===== src/logic/mult_lane_pkg.sv =====
package mult_lane_pkg;

	localparam int LANE_COUNT  = 4;
	localparam int LANE_OP_W   = 17; // 16 data bits and a sign bit.
	localparam int LANE_PROD_W = 2 * LANE_OP_W;

	// A 32-bit operand word. DOT8 reads it as four bytes, everything
	// else as two halfwords.
	typedef union packed {
		logic [3:0][7:0]  bytes;
		logic [1:0][15:0] halves;
	} mult_word_u;

endpackage


===== src/logic/mult_op_pkg.sv =====
package mult_op_pkg;

	localparam int OP_W = 3;

	// Operator codes seen on operator_i.
	localparam logic [OP_W-1:0] MUL_MAC32 = 3'b000;
	localparam logic [OP_W-1:0] MUL_MSU32 = 3'b001;
	localparam logic [OP_W-1:0] MUL_I     = 3'b010;
	localparam logic [OP_W-1:0] MUL_IR    = 3'b011;
	localparam logic [OP_W-1:0] MUL_DOT8  = 3'b100;
	localparam logic [OP_W-1:0] MUL_DOT16 = 3'b101;
	localparam logic [OP_W-1:0] MUL_H     = 3'b110;

	// Which half of a MUL_H the lanes are working on.
	localparam logic [1:0] PASS_NONE = 2'd0;
	localparam logic [1:0] PASS_LOW  = 2'd1; // Low partial plus carries.
	localparam logic [1:0] PASS_HIGH = 2'd2; // Upper product word.

endpackage

===== src/logic/mult_unit.sv =====
`timescale 1ns/1ps

module mult_unit
	import mult_op_pkg::*;
	import mult_lane_pkg::*;
(
	input  logic            clk,
	input  logic            rst_n,
	input  logic            enable_i,
	input  logic [OP_W-1:0] operator_i,
	input  logic            short_subword_i,
	input  logic [1:0]      short_signed_i,
	input  logic [31:0]     op_a_i,
	input  logic [31:0]     op_b_i,
	input  logic [31:0]     op_c_i,
	input  logic [4:0]      imm_i,
	input  logic [1:0]      dot_signed_i,
	input  logic            ex_ready_i,
	output logic [31:0]     result_o,
	output logic            multicycle_o,
	output logic            ready_o
);

	logic [LANE_COUNT-1:0][15:0]          lane_a;
	logic [LANE_COUNT-1:0][15:0]          lane_b;
	logic [LANE_COUNT-1:0]                lane_sign_a;
	logic [LANE_COUNT-1:0]                lane_sign_b;
	logic                                 lane_byte;
	logic                                 lane_neg;
	logic [LANE_COUNT-1:0][LANE_PROD_W-1:0] lane_prod;
	logic [1:0]                           pass;
	logic [LANE_PROD_W-1:0]               saved_low;
	logic [LANE_PROD_W-1:0]               saved_q;

	mult_operand_split u_split (
		.operator_i      (operator_i),
		.pass_i          (pass),
		.op_a_i          (op_a_i),
		.op_b_i          (op_b_i),
		.short_subword_i (short_subword_i),
		.short_signed_i  (short_signed_i),
		.dot_signed_i    (dot_signed_i),
		.lane_a_o        (lane_a),
		.lane_b_o        (lane_b),
		.lane_sign_a_o   (lane_sign_a),
		.lane_sign_b_o   (lane_sign_b),
		.lane_byte_o     (lane_byte),
		.lane_neg_o      (lane_neg)
	);

	for (genvar g = 0; g < LANE_COUNT; g++) begin : g_lane
		mult_lane u_lane (
			.a_i      (lane_a[g]),
			.b_i      (lane_b[g]),
			.sign_a_i (lane_sign_a[g]),
			.sign_b_i (lane_sign_b[g]),
			.byte_i   (lane_byte),
			.neg_i    (lane_neg),
			.prod_o   (lane_prod[g])
		);
	end

	mult_result_merge u_merge (
		.operator_i     (operator_i),
		.pass_i         (pass),
		.lane_prod_i    (lane_prod),
		.op_c_i         (op_c_i),
		.imm_i          (imm_i),
		.short_signed_i (short_signed_i),
		.saved_i        (saved_q),
		.saved_o        (saved_low),
		.result_o       (result_o)
	);

	mult_mulh_seq u_seq (
		.clk          (clk),
		.rst_n        (rst_n),
		.enable_i     (enable_i),
		.operator_i   (operator_i),
		.ex_ready_i   (ex_ready_i),
		.saved_i      (saved_low),
		.saved_o      (saved_q),
		.pass_o       (pass),
		.multicycle_o (multicycle_o),
		.ready_o      (ready_o)
	);

endmodule


===== src/logic/mult_mulh_seq.sv =====
`timescale 1ns/1ps

module mult_mulh_seq
	import mult_op_pkg::*;
	import mult_lane_pkg::*;
(
	input  logic                   clk,
	input  logic                   rst_n,
	input  logic                   enable_i,
	input  logic [OP_W-1:0]        operator_i,
	input  logic                   ex_ready_i,
	input  logic [LANE_PROD_W-1:0] saved_i,
	output logic [LANE_PROD_W-1:0] saved_o,
	output logic [1:0]             pass_o,
	output logic                   multicycle_o,
	output logic                   ready_o
);

	// States are encoded as the pass they drive.
	localparam logic [1:0] ST_IDLE = PASS_NONE;
	localparam logic [1:0] ST_LOW  = PASS_LOW;
	localparam logic [1:0] ST_HIGH = PASS_HIGH;

	logic [1:0]             state_q;
	logic [1:0]             state_d;
	logic [LANE_PROD_W-1:0] saved_q;

	always_comb begin
		state_d      = state_q;
		multicycle_o = 1'b0;
		ready_o      = 1'b0;
		case (state_q)
			ST_IDLE: begin
				ready_o = 1'b1;
				if (enable_i && operator_i == MUL_H) begin
					ready_o = 1'b0;
					state_d = ST_LOW;
				end
			end
			ST_LOW: begin
				multicycle_o = 1'b1;
				state_d      = ST_HIGH;
			end
			ST_HIGH: begin
				ready_o = 1'b1;
				if (ex_ready_i)
					state_d = ST_IDLE; // Result taken downstream.
			end
			default: state_d = ST_IDLE;
		endcase
	end

	always_ff @(posedge clk or negedge rst_n) begin
		if (!rst_n) begin
			state_q <= ST_IDLE;
			saved_q <= '0;
		end else begin
			state_q <= state_d;
			if (state_q == ST_LOW)
				saved_q <= saved_i;
			else if (state_q == ST_HIGH && ex_ready_i)
				saved_q <= '0;
		end
	end

	assign saved_o = saved_q;
	assign pass_o  = state_q;

	a_hold_high: assert property (@(posedge clk) disable iff (!rst_n)
		(state_q == ST_HIGH && !ex_ready_i) |=> state_q == ST_HIGH)
		else $error("MUL_H result dropped under back-pressure");

	a_ready_mc: assert property (@(posedge clk) disable iff (!rst_n)
		!(ready_o && multicycle_o))
		else $error("ready_o and multicycle_o both high");

endmodule


===== src/logic/mult_result_merge.sv =====
`timescale 1ns/1ps

module mult_result_merge
	import mult_op_pkg::*;
	import mult_lane_pkg::*;
(
	input  logic [OP_W-1:0]                        operator_i,
	input  logic [1:0]                             pass_i,
	input  logic [LANE_COUNT-1:0][LANE_PROD_W-1:0] lane_prod_i,
	input  mult_word_u                             op_c_i,
	input  logic [4:0]                             imm_i,
	input  logic [1:0]                             short_signed_i,
	input  logic [LANE_PROD_W-1:0]                 saved_i,
	output logic [LANE_PROD_W-1:0]                 saved_o,
	output mult_word_u                             result_o
);

	logic signed [LANE_PROD_W-1:0] p0;
	logic signed [LANE_PROD_W-1:0] p1;
	logic signed [LANE_PROD_W-1:0] p2;
	logic signed [LANE_PROD_W-1:0] p3;
	logic signed [LANE_PROD_W-1:0] p1_hi;
	logic signed [LANE_PROD_W-1:0] p2_hi;
	logic signed [LANE_PROD_W-1:0] acc;
	logic [LANE_PROD_W-1:0]        round;
	logic [LANE_PROD_W-1:0]        dot_sum;
	logic [LANE_PROD_W-1:0]        mac_sum;
	logic [LANE_PROD_W-1:0]        short_sum;
	logic [LANE_PROD_W-1:0]        low_sum;
	logic [LANE_PROD_W-1:0]        high_sum;
	logic signed [32:0]            shift_in;
	logic [32:0]                   short_res;

	assign p0  = lane_prod_i[0];
	assign p1  = lane_prod_i[1];
	assign p2  = lane_prod_i[2];
	assign p3  = lane_prod_i[3];
	assign acc = {{(LANE_PROD_W-32){op_c_i.halves[1][15]}}, op_c_i};

	// Unused lanes carry zero, so one sum covers both dot products.
	assign dot_sum = p0 + p1 + p2 + p3 + acc;
	assign mac_sum = p0 + ((p1 + p2) <<< 16) + acc;

	// Half an LSB of the shifted result, zero when imm_i is zero.
	assign round = (operator_i == MUL_IR) ? ((LANE_PROD_W'(1) << imm_i) >> 1) : '0;

	assign short_sum = p0 + acc + round;
	assign shift_in  = {short_signed_i[0] & short_sum[31], short_sum[31:0]};
	assign short_res = shift_in >>> imm_i;

	// Low pass keeps the cross product bits that fall below bit 32.
	assign low_sum = p0
		+ {{(LANE_PROD_W-32){1'b0}}, p1[15:0], 16'h0000}
		+ {{(LANE_PROD_W-32){1'b0}}, p2[15:0], 16'h0000};

	assign p1_hi    = p1 >>> 16;
	assign p2_hi    = p2 >>> 16;
	assign high_sum = p3 + p1_hi + p2_hi + saved_i; // Carries from the low pass.

	assign saved_o = (pass_i == PASS_LOW) ? {32'h0000_0000, low_sum[LANE_PROD_W-1:32]} : '0;

	always_comb begin
		case (operator_i)
			MUL_MAC32, MUL_MSU32: result_o = mac_sum[31:0];
			MUL_I, MUL_IR:        result_o = short_res[31:0];
			MUL_DOT8, MUL_DOT16:  result_o = dot_sum[31:0];
			MUL_H:                result_o = (pass_i == PASS_HIGH) ? high_sum[31:0]
			                                                       : low_sum[31:0];
			default:              result_o = '0;
		endcase
	end

	// The sequencer only leaves idle for MUL_H, and the operator is held meanwhile.
	a_pass_mulh: assert final (pass_i == PASS_NONE || operator_i === MUL_H)
		else $error("MUL_H pass active for operator %0d", operator_i);

endmodule


===== src/logic/mult_lane.sv =====
`timescale 1ns/1ps

module mult_lane
	import mult_lane_pkg::*;
(
	input  logic [15:0]            a_i,
	input  logic [15:0]            b_i,
	input  logic                   sign_a_i,
	input  logic                   sign_b_i,
	input  logic                   byte_i,
	input  logic                   neg_i,
	output logic [LANE_PROD_W-1:0] prod_o
);

	logic signed [LANE_OP_W-1:0]   a_ext;
	logic signed [LANE_OP_W-1:0]   b_ext;
	logic signed [LANE_PROD_W-1:0] prod;

	// In byte mode only the low byte counts and bit 7 is the sign.
	assign a_ext = byte_i ? {{(LANE_OP_W-8){sign_a_i & a_i[7]}}, a_i[7:0]}
	                      : {sign_a_i & a_i[15], a_i};
	assign b_ext = byte_i ? {{(LANE_OP_W-8){sign_b_i & b_i[7]}}, b_i[7:0]}
	                      : {sign_b_i & b_i[15], b_i};

	assign prod   = a_ext * b_ext;
	assign prod_o = neg_i ? -prod : prod; // MSU32 subtracts every partial.

	// Negation is only meant for MSU32, which never runs in byte mode.
	a_byte_neg: assert final (!(byte_i === 1'b1 && neg_i === 1'b1))
		else $error("lane in byte mode asked to negate");

endmodule


===== src/logic/mult_operand_split.sv =====
`timescale 1ns/1ps

module mult_operand_split
	import mult_op_pkg::*;
	import mult_lane_pkg::*;
(
	input  logic [OP_W-1:0]              operator_i,
	input  logic [1:0]                   pass_i,
	input  mult_word_u                   op_a_i,
	input  mult_word_u                   op_b_i,
	input  logic                         short_subword_i,
	input  logic [1:0]                   short_signed_i,
	input  logic [1:0]                   dot_signed_i,
	output logic [LANE_COUNT-1:0][15:0]  lane_a_o,
	output logic [LANE_COUNT-1:0][15:0]  lane_b_o,
	output logic [LANE_COUNT-1:0]        lane_sign_a_o,
	output logic [LANE_COUNT-1:0]        lane_sign_b_o,
	output logic                         lane_byte_o,
	output logic                         lane_neg_o
);

	always_comb begin
		lane_a_o      = '0;
		lane_b_o      = '0;
		lane_sign_a_o = '0;
		lane_sign_b_o = '0;
		lane_byte_o   = 1'b0;
		lane_neg_o    = 1'b0;
		case (operator_i)
			MUL_DOT8: begin
				lane_byte_o = 1'b1;
				for (int i = 0; i < LANE_COUNT; i++) begin
					lane_a_o[i]      = {8'h00, op_a_i.bytes[i]};
					lane_b_o[i]      = {8'h00, op_b_i.bytes[i]};
					lane_sign_a_o[i] = dot_signed_i[1];
					lane_sign_b_o[i] = dot_signed_i[0];
				end
			end
			MUL_DOT16: begin
				for (int i = 0; i < 2; i++) begin
					lane_a_o[i]      = op_a_i.halves[i];
					lane_b_o[i]      = op_b_i.halves[i];
					lane_sign_a_o[i] = dot_signed_i[1];
					lane_sign_b_o[i] = dot_signed_i[0];
				end
			end
			MUL_I, MUL_IR: begin
				lane_a_o[0]      = op_a_i.halves[short_subword_i];
				lane_b_o[0]      = op_b_i.halves[short_subword_i];
				lane_sign_a_o[0] = short_signed_i[0];
				lane_sign_b_o[0] = short_signed_i[1];
			end
			MUL_MAC32, MUL_MSU32: begin
				// The high-by-high term lands above bit 31 and is dropped.
				lane_neg_o  = (operator_i == MUL_MSU32);
				lane_a_o[0] = op_a_i.halves[0];
				lane_b_o[0] = op_b_i.halves[0];
				lane_a_o[1] = op_a_i.halves[1];
				lane_b_o[1] = op_b_i.halves[0];
				lane_a_o[2] = op_a_i.halves[0];
				lane_b_o[2] = op_b_i.halves[1];
			end
			MUL_H: begin
				if (pass_i != PASS_NONE) begin
					// Cross products are needed in both passes.
					lane_a_o[1]      = op_a_i.halves[1];
					lane_b_o[1]      = op_b_i.halves[0];
					lane_sign_a_o[1] = short_signed_i[0];
					lane_a_o[2]      = op_a_i.halves[0];
					lane_b_o[2]      = op_b_i.halves[1];
					lane_sign_b_o[2] = short_signed_i[1];
				end
				if (pass_i == PASS_LOW) begin
					lane_a_o[0] = op_a_i.halves[0];
					lane_b_o[0] = op_b_i.halves[0];
				end
				if (pass_i == PASS_HIGH) begin
					lane_a_o[3]      = op_a_i.halves[1];
					lane_b_o[3]      = op_b_i.halves[1];
					lane_sign_a_o[3] = short_signed_i[0];
					lane_sign_b_o[3] = short_signed_i[1];
				end
			end
			default: ;
		endcase
	end

endmodule


===== config.mk =====
export PLATFORM = sky130hd
export DESIGN_NAME = mult_unit
export DESIGN_NICKNAME = d
export VERILOG_FILES = /design/src/logic/mult_lane_pkg.sv /design/src/logic/mult_op_pkg.sv /design/src/logic/mult_unit.sv /design/src/logic/mult_mulh_seq.sv /design/src/logic/mult_result_merge.sv /design/src/logic/mult_lane.sv /design/src/logic/mult_operand_split.sv
export SDC_FILE = /design/constraint.sdc
export NUM_CORES = 2
export LEC_CHECK = 0
export BUFFER_PORTS_ARGS = -buffer_cell sky130_fd_sc_hd__clkbuf_2
export CAP_MARGIN = 25
export CORE_MARGIN = 2
export CORE_UTILIZATION = 45
export DETAILED_ROUTE_END_ITERATION = 12
export PLACE_DENSITY_LB_ADDON = 0.05
export RECOVER_POWER = 100
export SLEW_MARGIN = 20
export SYNTH_ARGS = -nofsm -noshare
export SYNTH_HDL_FRONTEND = slang
export SYNTH_SLANG_ARGS = --single-unit

===== constraint.sdc =====
create_clock -name clk -period 23.1 [get_ports clk]
set_input_delay 4.62 -clock clk [delete_from_list [all_inputs] [get_ports clk]]
set_output_delay 4.62 -clock clk [all_outputs]
set_load 0.02 [all_outputs]

Word level (Yosys, flattened, before mapping)

Cells that the tools add are included.

Bits of input ports: 113
ROM bits: 0
Register bits after elaboration: 34
Latch bits: 0
Logic and storage cells: 119
Memories: 0
Bits in writable memories: 0

$mul: 4
Divide/modulo/power cells: 0
Muxes and demuxes: 54
Shifts and indexed selects: 2
Reduce and logical (&&, ||, !) cells: 11
Bitwise gates (word level): 17
$add $sub $neg: 18
Equal/unequal tests: 10
$lt $le $gt $ge: 1

Operator list:

| cell                                              | count |
|---|---|
| adder 32 bit                                      | 11 |
| two-way mux 32 bit                                | 7 |
| one-hot mux 16 bit (4 select lines)               | 3 |
| one-hot mux 16 bit (3 select lines)               | 3 |
| two-way mux 17 bit                                | 8 |
| two-way mux 16 bit                                | 8 |
| one-hot mux 32 bit (4 select lines)               | 1 |
| multiplier 17 x 17 -> 34 bit                      | 3 |
| two-way mux 34 bit                                | 3 |
| negator 34 bit                                    | 3 |
| adder 34 x 32 -> 34 bit                           | 2 |
| one-hot mux 16 bit (2 select lines)               | 2 |
| << shifter 1 x 5 -> 33 bit (first input constant) | 1 |
| >>> shifter 33 x 5 -> 32 bit                      | 1 |
| multiplier 17 x 17 -> 32 bit                      | 1 |
| negator 32 bit                                    | 1 |
| AND 1 bit                                         | 17 |
| adder 16 bit                                      | 1 |
| two-way mux 1 bit                                 | 10 |
| one-hot mux 1 bit (2 select lines)                | 5 |
| == test 3 bit (second input constant)             | 3 |
| == test 3 x 2 -> 1 bit (second input constant)    | 2 |
| one-hot mux 2 bit (3 select lines)                | 1 |
| OR reduction 2 bit                                | 3 |
| 14 further kinds                                  | 17 |

Longest topological paths before layout

Depth in word-level cells: 13
Gate-level depth with buffers: 54
Depth with buffers taken out: 49

Modules after synthesis

A second synthesis with hierarchy kept.

Cell total of the unflattened synthesis: 8,022
Area, all modules: 69,031.2 µm²

Modules (own cells, without submodules):

| module                        | cells an instance | times used | area an instance (µm²) |
|---|---|---|---|
| mult_result_merge             | 1,889             | 1          | 15,745.1 |
| mult_lane at g_lane[2].u_lane | 1,448             | 1          | 12,593.3 |
| mult_lane at g_lane[1].u_lane | 1,452             | 1          | 12,456.9 |
| mult_lane at g_lane[0].u_lane | 1,432             | 1          | 12,244.2 |
| mult_lane at g_lane[3].u_lane | 1,379             | 1          | 12,080.3 |
| mult_operand_split            | 259               | 1          | 1,998.2 |
| mult_mulh_seq                 | 163               | 1          | 1,913.1 |

Worst setup path before layout

No wires, ideal clock.

Path kind: in2out
From: input port operator_i[2]
To: output port result_o[30]
Arrival time: 17,946 ps
Path buffers: 5
Cell stages on the path: 49
Data required time: 18,480 ps
Path slack: 534 ps
Cell sequence: clkbuf_1 -> nor3b_1 -> clkbuf_1 -> a22oi_1 -> nor2_1 -> nand3_1 -> a21oi_1 -> clkbuf_1 -> o21a_1 -> clkbuf_1 -> nand2_1 -> fa_1 -> inv_1 -> fa_1 -> inv_1 -> fa_1 -> inv_1 -> fa_1 -> (+13 left out) -> nand2b_1 -> nor2_1 -> a31oi_1 -> xnor2_1 -> fa_1 -> ha_1 -> ha_1 -> a21oi_1 -> o21ai_0 -> a21o_1 -> a2111oi_0 -> o21ai_0 -> a221oi_1 -> o21ai_0 -> a21o_1 -> a21o_1 -> a211oi_1 -> nand3_1

Word-level cells in the longest chain between the ends: 13
Elaborated cells on any way between the ends: 83
Those cells by class: add/sub (18); mul (4); eq/ne (6); shift (1); mux (32); bitwise (17); reduce/logical (5)

RTL lines:

| what                                                              | line                                                                        | RTL |
|---|---|---|
| start: declaration                                                | mult_unit.sv:10                                                             | `input logic [OP_W-1:0] operator_i,` |
| == test 3 x 1 -> 1 bit, or another cell as far along              | mult_result_merge.sv:63, mult_operand_split.sv:29, mult_operand_split.sv:55 |  |
| OR reduction 3 bit (no source line), or another cell as far along | -                                                                           |  |
| one-hot mux 16 bit (4 select lines), or another cell as far along | mult_operand_split.sv:29                                                    | `case (operator_i)` |
| AND 1 bit (on tied branches)                                      | -                                                                           |  |
| two-way mux 17 bit (on tied branches)                             | mult_lane.sv:20, mult_lane.sv:22                                            |  |
| multiplier 17 x 17 -> 34 bit                                      | mult_lane.sv:25                                                             | `assign prod = a_ext * b_ext;` |
| negator 34 bit                                                    | mult_lane.sv:26                                                             | `assign prod_o = neg_i ? -prod : prod;` |
| two-way mux 34 bit                                                | mult_lane.sv:26                                                             |  |
| adder 32 bit (on tied branches) (2 in series)                     | mult_result_merge.sv:41, mult_result_merge.sv:47, mult_result_merge.sv:58   |  |
| adder 32 bit, or another cell as far along (2 in series)          | mult_result_merge.sv:41                                                     | `assign dot_sum = p0 + p1 + p2 + p3 + acc;` |
| one-hot mux 32 bit (4 select lines) *                             | mult_result_merge.sv:63                                                     | `case (operator_i)` |
| end: declaration                                                  | mult_unit.sv:19                                                             | `output logic [31:0] result_o,` |

Mark *: on every way between the ends. The rest lies on a longest branch, timed or not.

Worst setup path after layout

From: input port operator_i[0]
To: output port result_o[31]

Same word-level chain as after synthesis.

==> run summary <==
vias in the first global route - 56300
largest net degree at the start of global routing - 69
synthesis-stage register bit count - 4
Avg WL per Cell - 26.6 um
TritonCTS clock tree - built
min Tclk post-route - 22.67 ns
top-area cell type share of the netlist area - 43.1%
CTS H-Tree Depth - 1
Die H - 379 um
initial antenna violation count - 11
top cells by count, synth - 1621 x inv_1, 1363 x fa_1, 907 x nand2_1, 812 x nor2_1, 542 x ha_1
gate count after technology mapping - 7694
clock transition at the registers of the reported paths - 0.03 ns
Final setup viols - 0
Antenna Nets Post-Route - 0
ratio of cells with drive above 1 in the final layout - 7.40%
Final period util - 98.1%
f_max - 44.1 MHz
HP Class - flip-flop to flip-flop
Async SR Flop Fraction - 100%
relative slew slack - 16.1%
Worst Path Required - 18.48 ns
Sink Count - 4
First-pass DRT Iterations - 8
Initial Utilization - 45.4%
CTS root buffer - clkbuf_16
Setup CP Type - input port to primary output
cell taking the most area after synthesis - fa_1
Slew Viols, Final - 0
Syn Nets - 9712
Post-Syn Area - 0.0633 mm^2
core area - 0.140 mm^2
Die Wd - 379 um
Slew @ Worst Pin - 1.24 ns
Most used DFF post-synth - dfrtp_1
maximum fanout along the worst path - 24
launch point of the worst path - operator_i[0]
gr usage total - 36.4%
row count - 137
# DRC - 0
skew final - 0.00328 ns
I/O pins - 147
clock tree buffer depth - 2
Die Area - 0.144 mm^2
final hold violations - 0
Worst Setup Start Kind - input port
worst-path cell with the longest stage delay - fa_1
max-cap check violation count - 0
crit path DAT - 18.05 ns
hold_buf cts - 0
Yosys cell types - 95
Worst-Skew Late Latency - 0.23 ns
global-route wire length before repair - 380000 um
Iteration-0 DRC Markers - 4882
final wirelength - 260000 um
synth top area cells - fa_1 43%, ha_1 11%, inv_1 9.6%, nand2_1 5.4%, nor2_1 4.8%
slowest stage delay, CP - 0.55 ns
Vias/cell - 5.65
most frequent cell after synthesis - inv_1
GP Congestion - 1.05
Mapped Avg Cell Area - 8.23 um^2
Seq/Total Area, Yosys - 0.158%
Congestion Overflow GR - 0
yosys warns - 0
Crit Reg-Reg Startpoint - u_seq.pass_o[0]$_DFFE_PN0P_
DP HPWL - 227000 um
hold path start - u_seq.saved_o[0]$_DFFE_PN0P_
number of port buffers - 146
nets - 9908
Post-synth EDFFs - 0
status - complete, no violations
Crit path top cell by count - fa_1
Via Count - 55200
area grow syn2layout - 7.66%
Num CTS Buffers - 3
Core Util, Final - 48.8%
Setup crit end kind - primary output
==> cell usage in the layout, fill, tap and decap left out, types with 15 or more instances in the layout <==
master     count
inv_1       1619
fa_1        1363
nand2_1      906
nor2_1       810
ha_1         540
a21oi_1      301
buf_4        297
xnor2_1      264
o21ai_0      171
xor2_1       134
clkbuf_2     134
a21o_1       119
nand3_1       94
nor3_1        84
a22oi_1       54
and2_1        50
a211oi_1      50
a31oi_1       48
o21a_1        48
nand2b_1      43
a22o_1        40
mux2i_1       40
o31ai_1       38
o21bai_1      38
nor2b_1       33
or3_1         33
o211ai_1      30
and3_1        28
nor4_1        22
nand4_1       20
a211o_1       20
o21ai_1       20
a221oi_1      18
or2_2         18
a31o_2        18
o2111ai_1     15
==> worst max-delay path, delay by kind of cell <==
family          cells  cell delay [ns]
fa+ha+maj          11             4.94
buf+inv            13             1.90
compound gates     12             3.30
xor+xnor            5             1.22
simple gates        9             2.03
==> state kept, by name (all words and copies together) (netlist names) <==
register,count
u_seq.saved_o,2
u_seq.pass_o,2
==> layer usage <==
metal / up-vias / routed length (um) / share of wire [%] / global-route usage [%]
met1: 27900 / 111000 / 43 / 49.6
met2: 2263 / 112000 / 43 / 55.2
met3: 438 / 21300 / 8.2 / 7.40
met4: 4 / 15400 / 5.9 / 17.8
met5: - / 27 / 0.010 / 0
li1: 24600 / - / - / -
==> area by class of cell <==
cell class,count,area [um^2]
diodes,8,20.0
clock buffers,3,75.1
fillers,14100,71400
inverters,1627,6110
multi-input cells,5796,56300
flip-flops and latches,4,100
well taps,1876,2350
repair buffers,458,3140
==> per-stage QoR <==
stage / setup TNS [ns] / instances / hold WS [ns] / instance area [um^2] / worst slack [ns]
2_1_floorplan: 0 / 7694 / 0.497 / 63300 / 0.534
3_3_place_gp: 0 / 9752 / 0.546 / 67700 / 0.0899
5_1_grt: -0.0207 / 9767 / 0.595 / 68100 / -0.0207
4_1_cts: 0 / 9758 / 0.576 / 67800 / 0.0768
6_report: 0 / 9772 / 0.576 / 68100 / 0.428
3_5_place_dp: -0.0248 / 9755 / 0.559 / 67700 / -0.0248
==> cell families (layout without fill, tap and decap cells) <==
family	count (synthesis)	count (layout)	synth area share, %
flip-flops	4	4	0.158
buffers and inverters	1894	2088	11.2
multiplexers	62	62	1.20
adder cells (fa/ha/maj)	1905	1905	53.8
AO/OA/AOI/OAI	1202	1202	12.8
AND/OR/NAND/NOR	2214	2214	14.9
other	0	8	0
XOR/XNOR	413	413	5.80
==> worst paths after layout <==
kind	slack [ns]	cells after the start	to
hold reg to reg	0.58	2	u_seq.saved_o[0]$_DFFE_PN0P_
max in group asynchronous	18.68	1	u_seq.saved_o[0]$_DFFE_PN0P_
setup / recovery	0.43	50	result_o[31]
setup reg to reg	9.54	47	u_seq.saved_o[1]$_DFFE_PN0P_
min in group asynchronous	4.22	1	u_seq.pass_o[0]$_DFFE_PN0P_
hold / removal	0.58	2	u_seq.saved_o[0]$_DFFE_PN0P_
==> repair_timing <==
action,in CTS,in global routing
resized for setup,2,64
buffers inserted,0,2
setup endpoints to repair,1,28
pin swaps,0,9
hold endpoints to repair,0,0
Power is not shown: default switching activity piles up to over one toggle a cycle in this logic, so the estimate is an artifact.
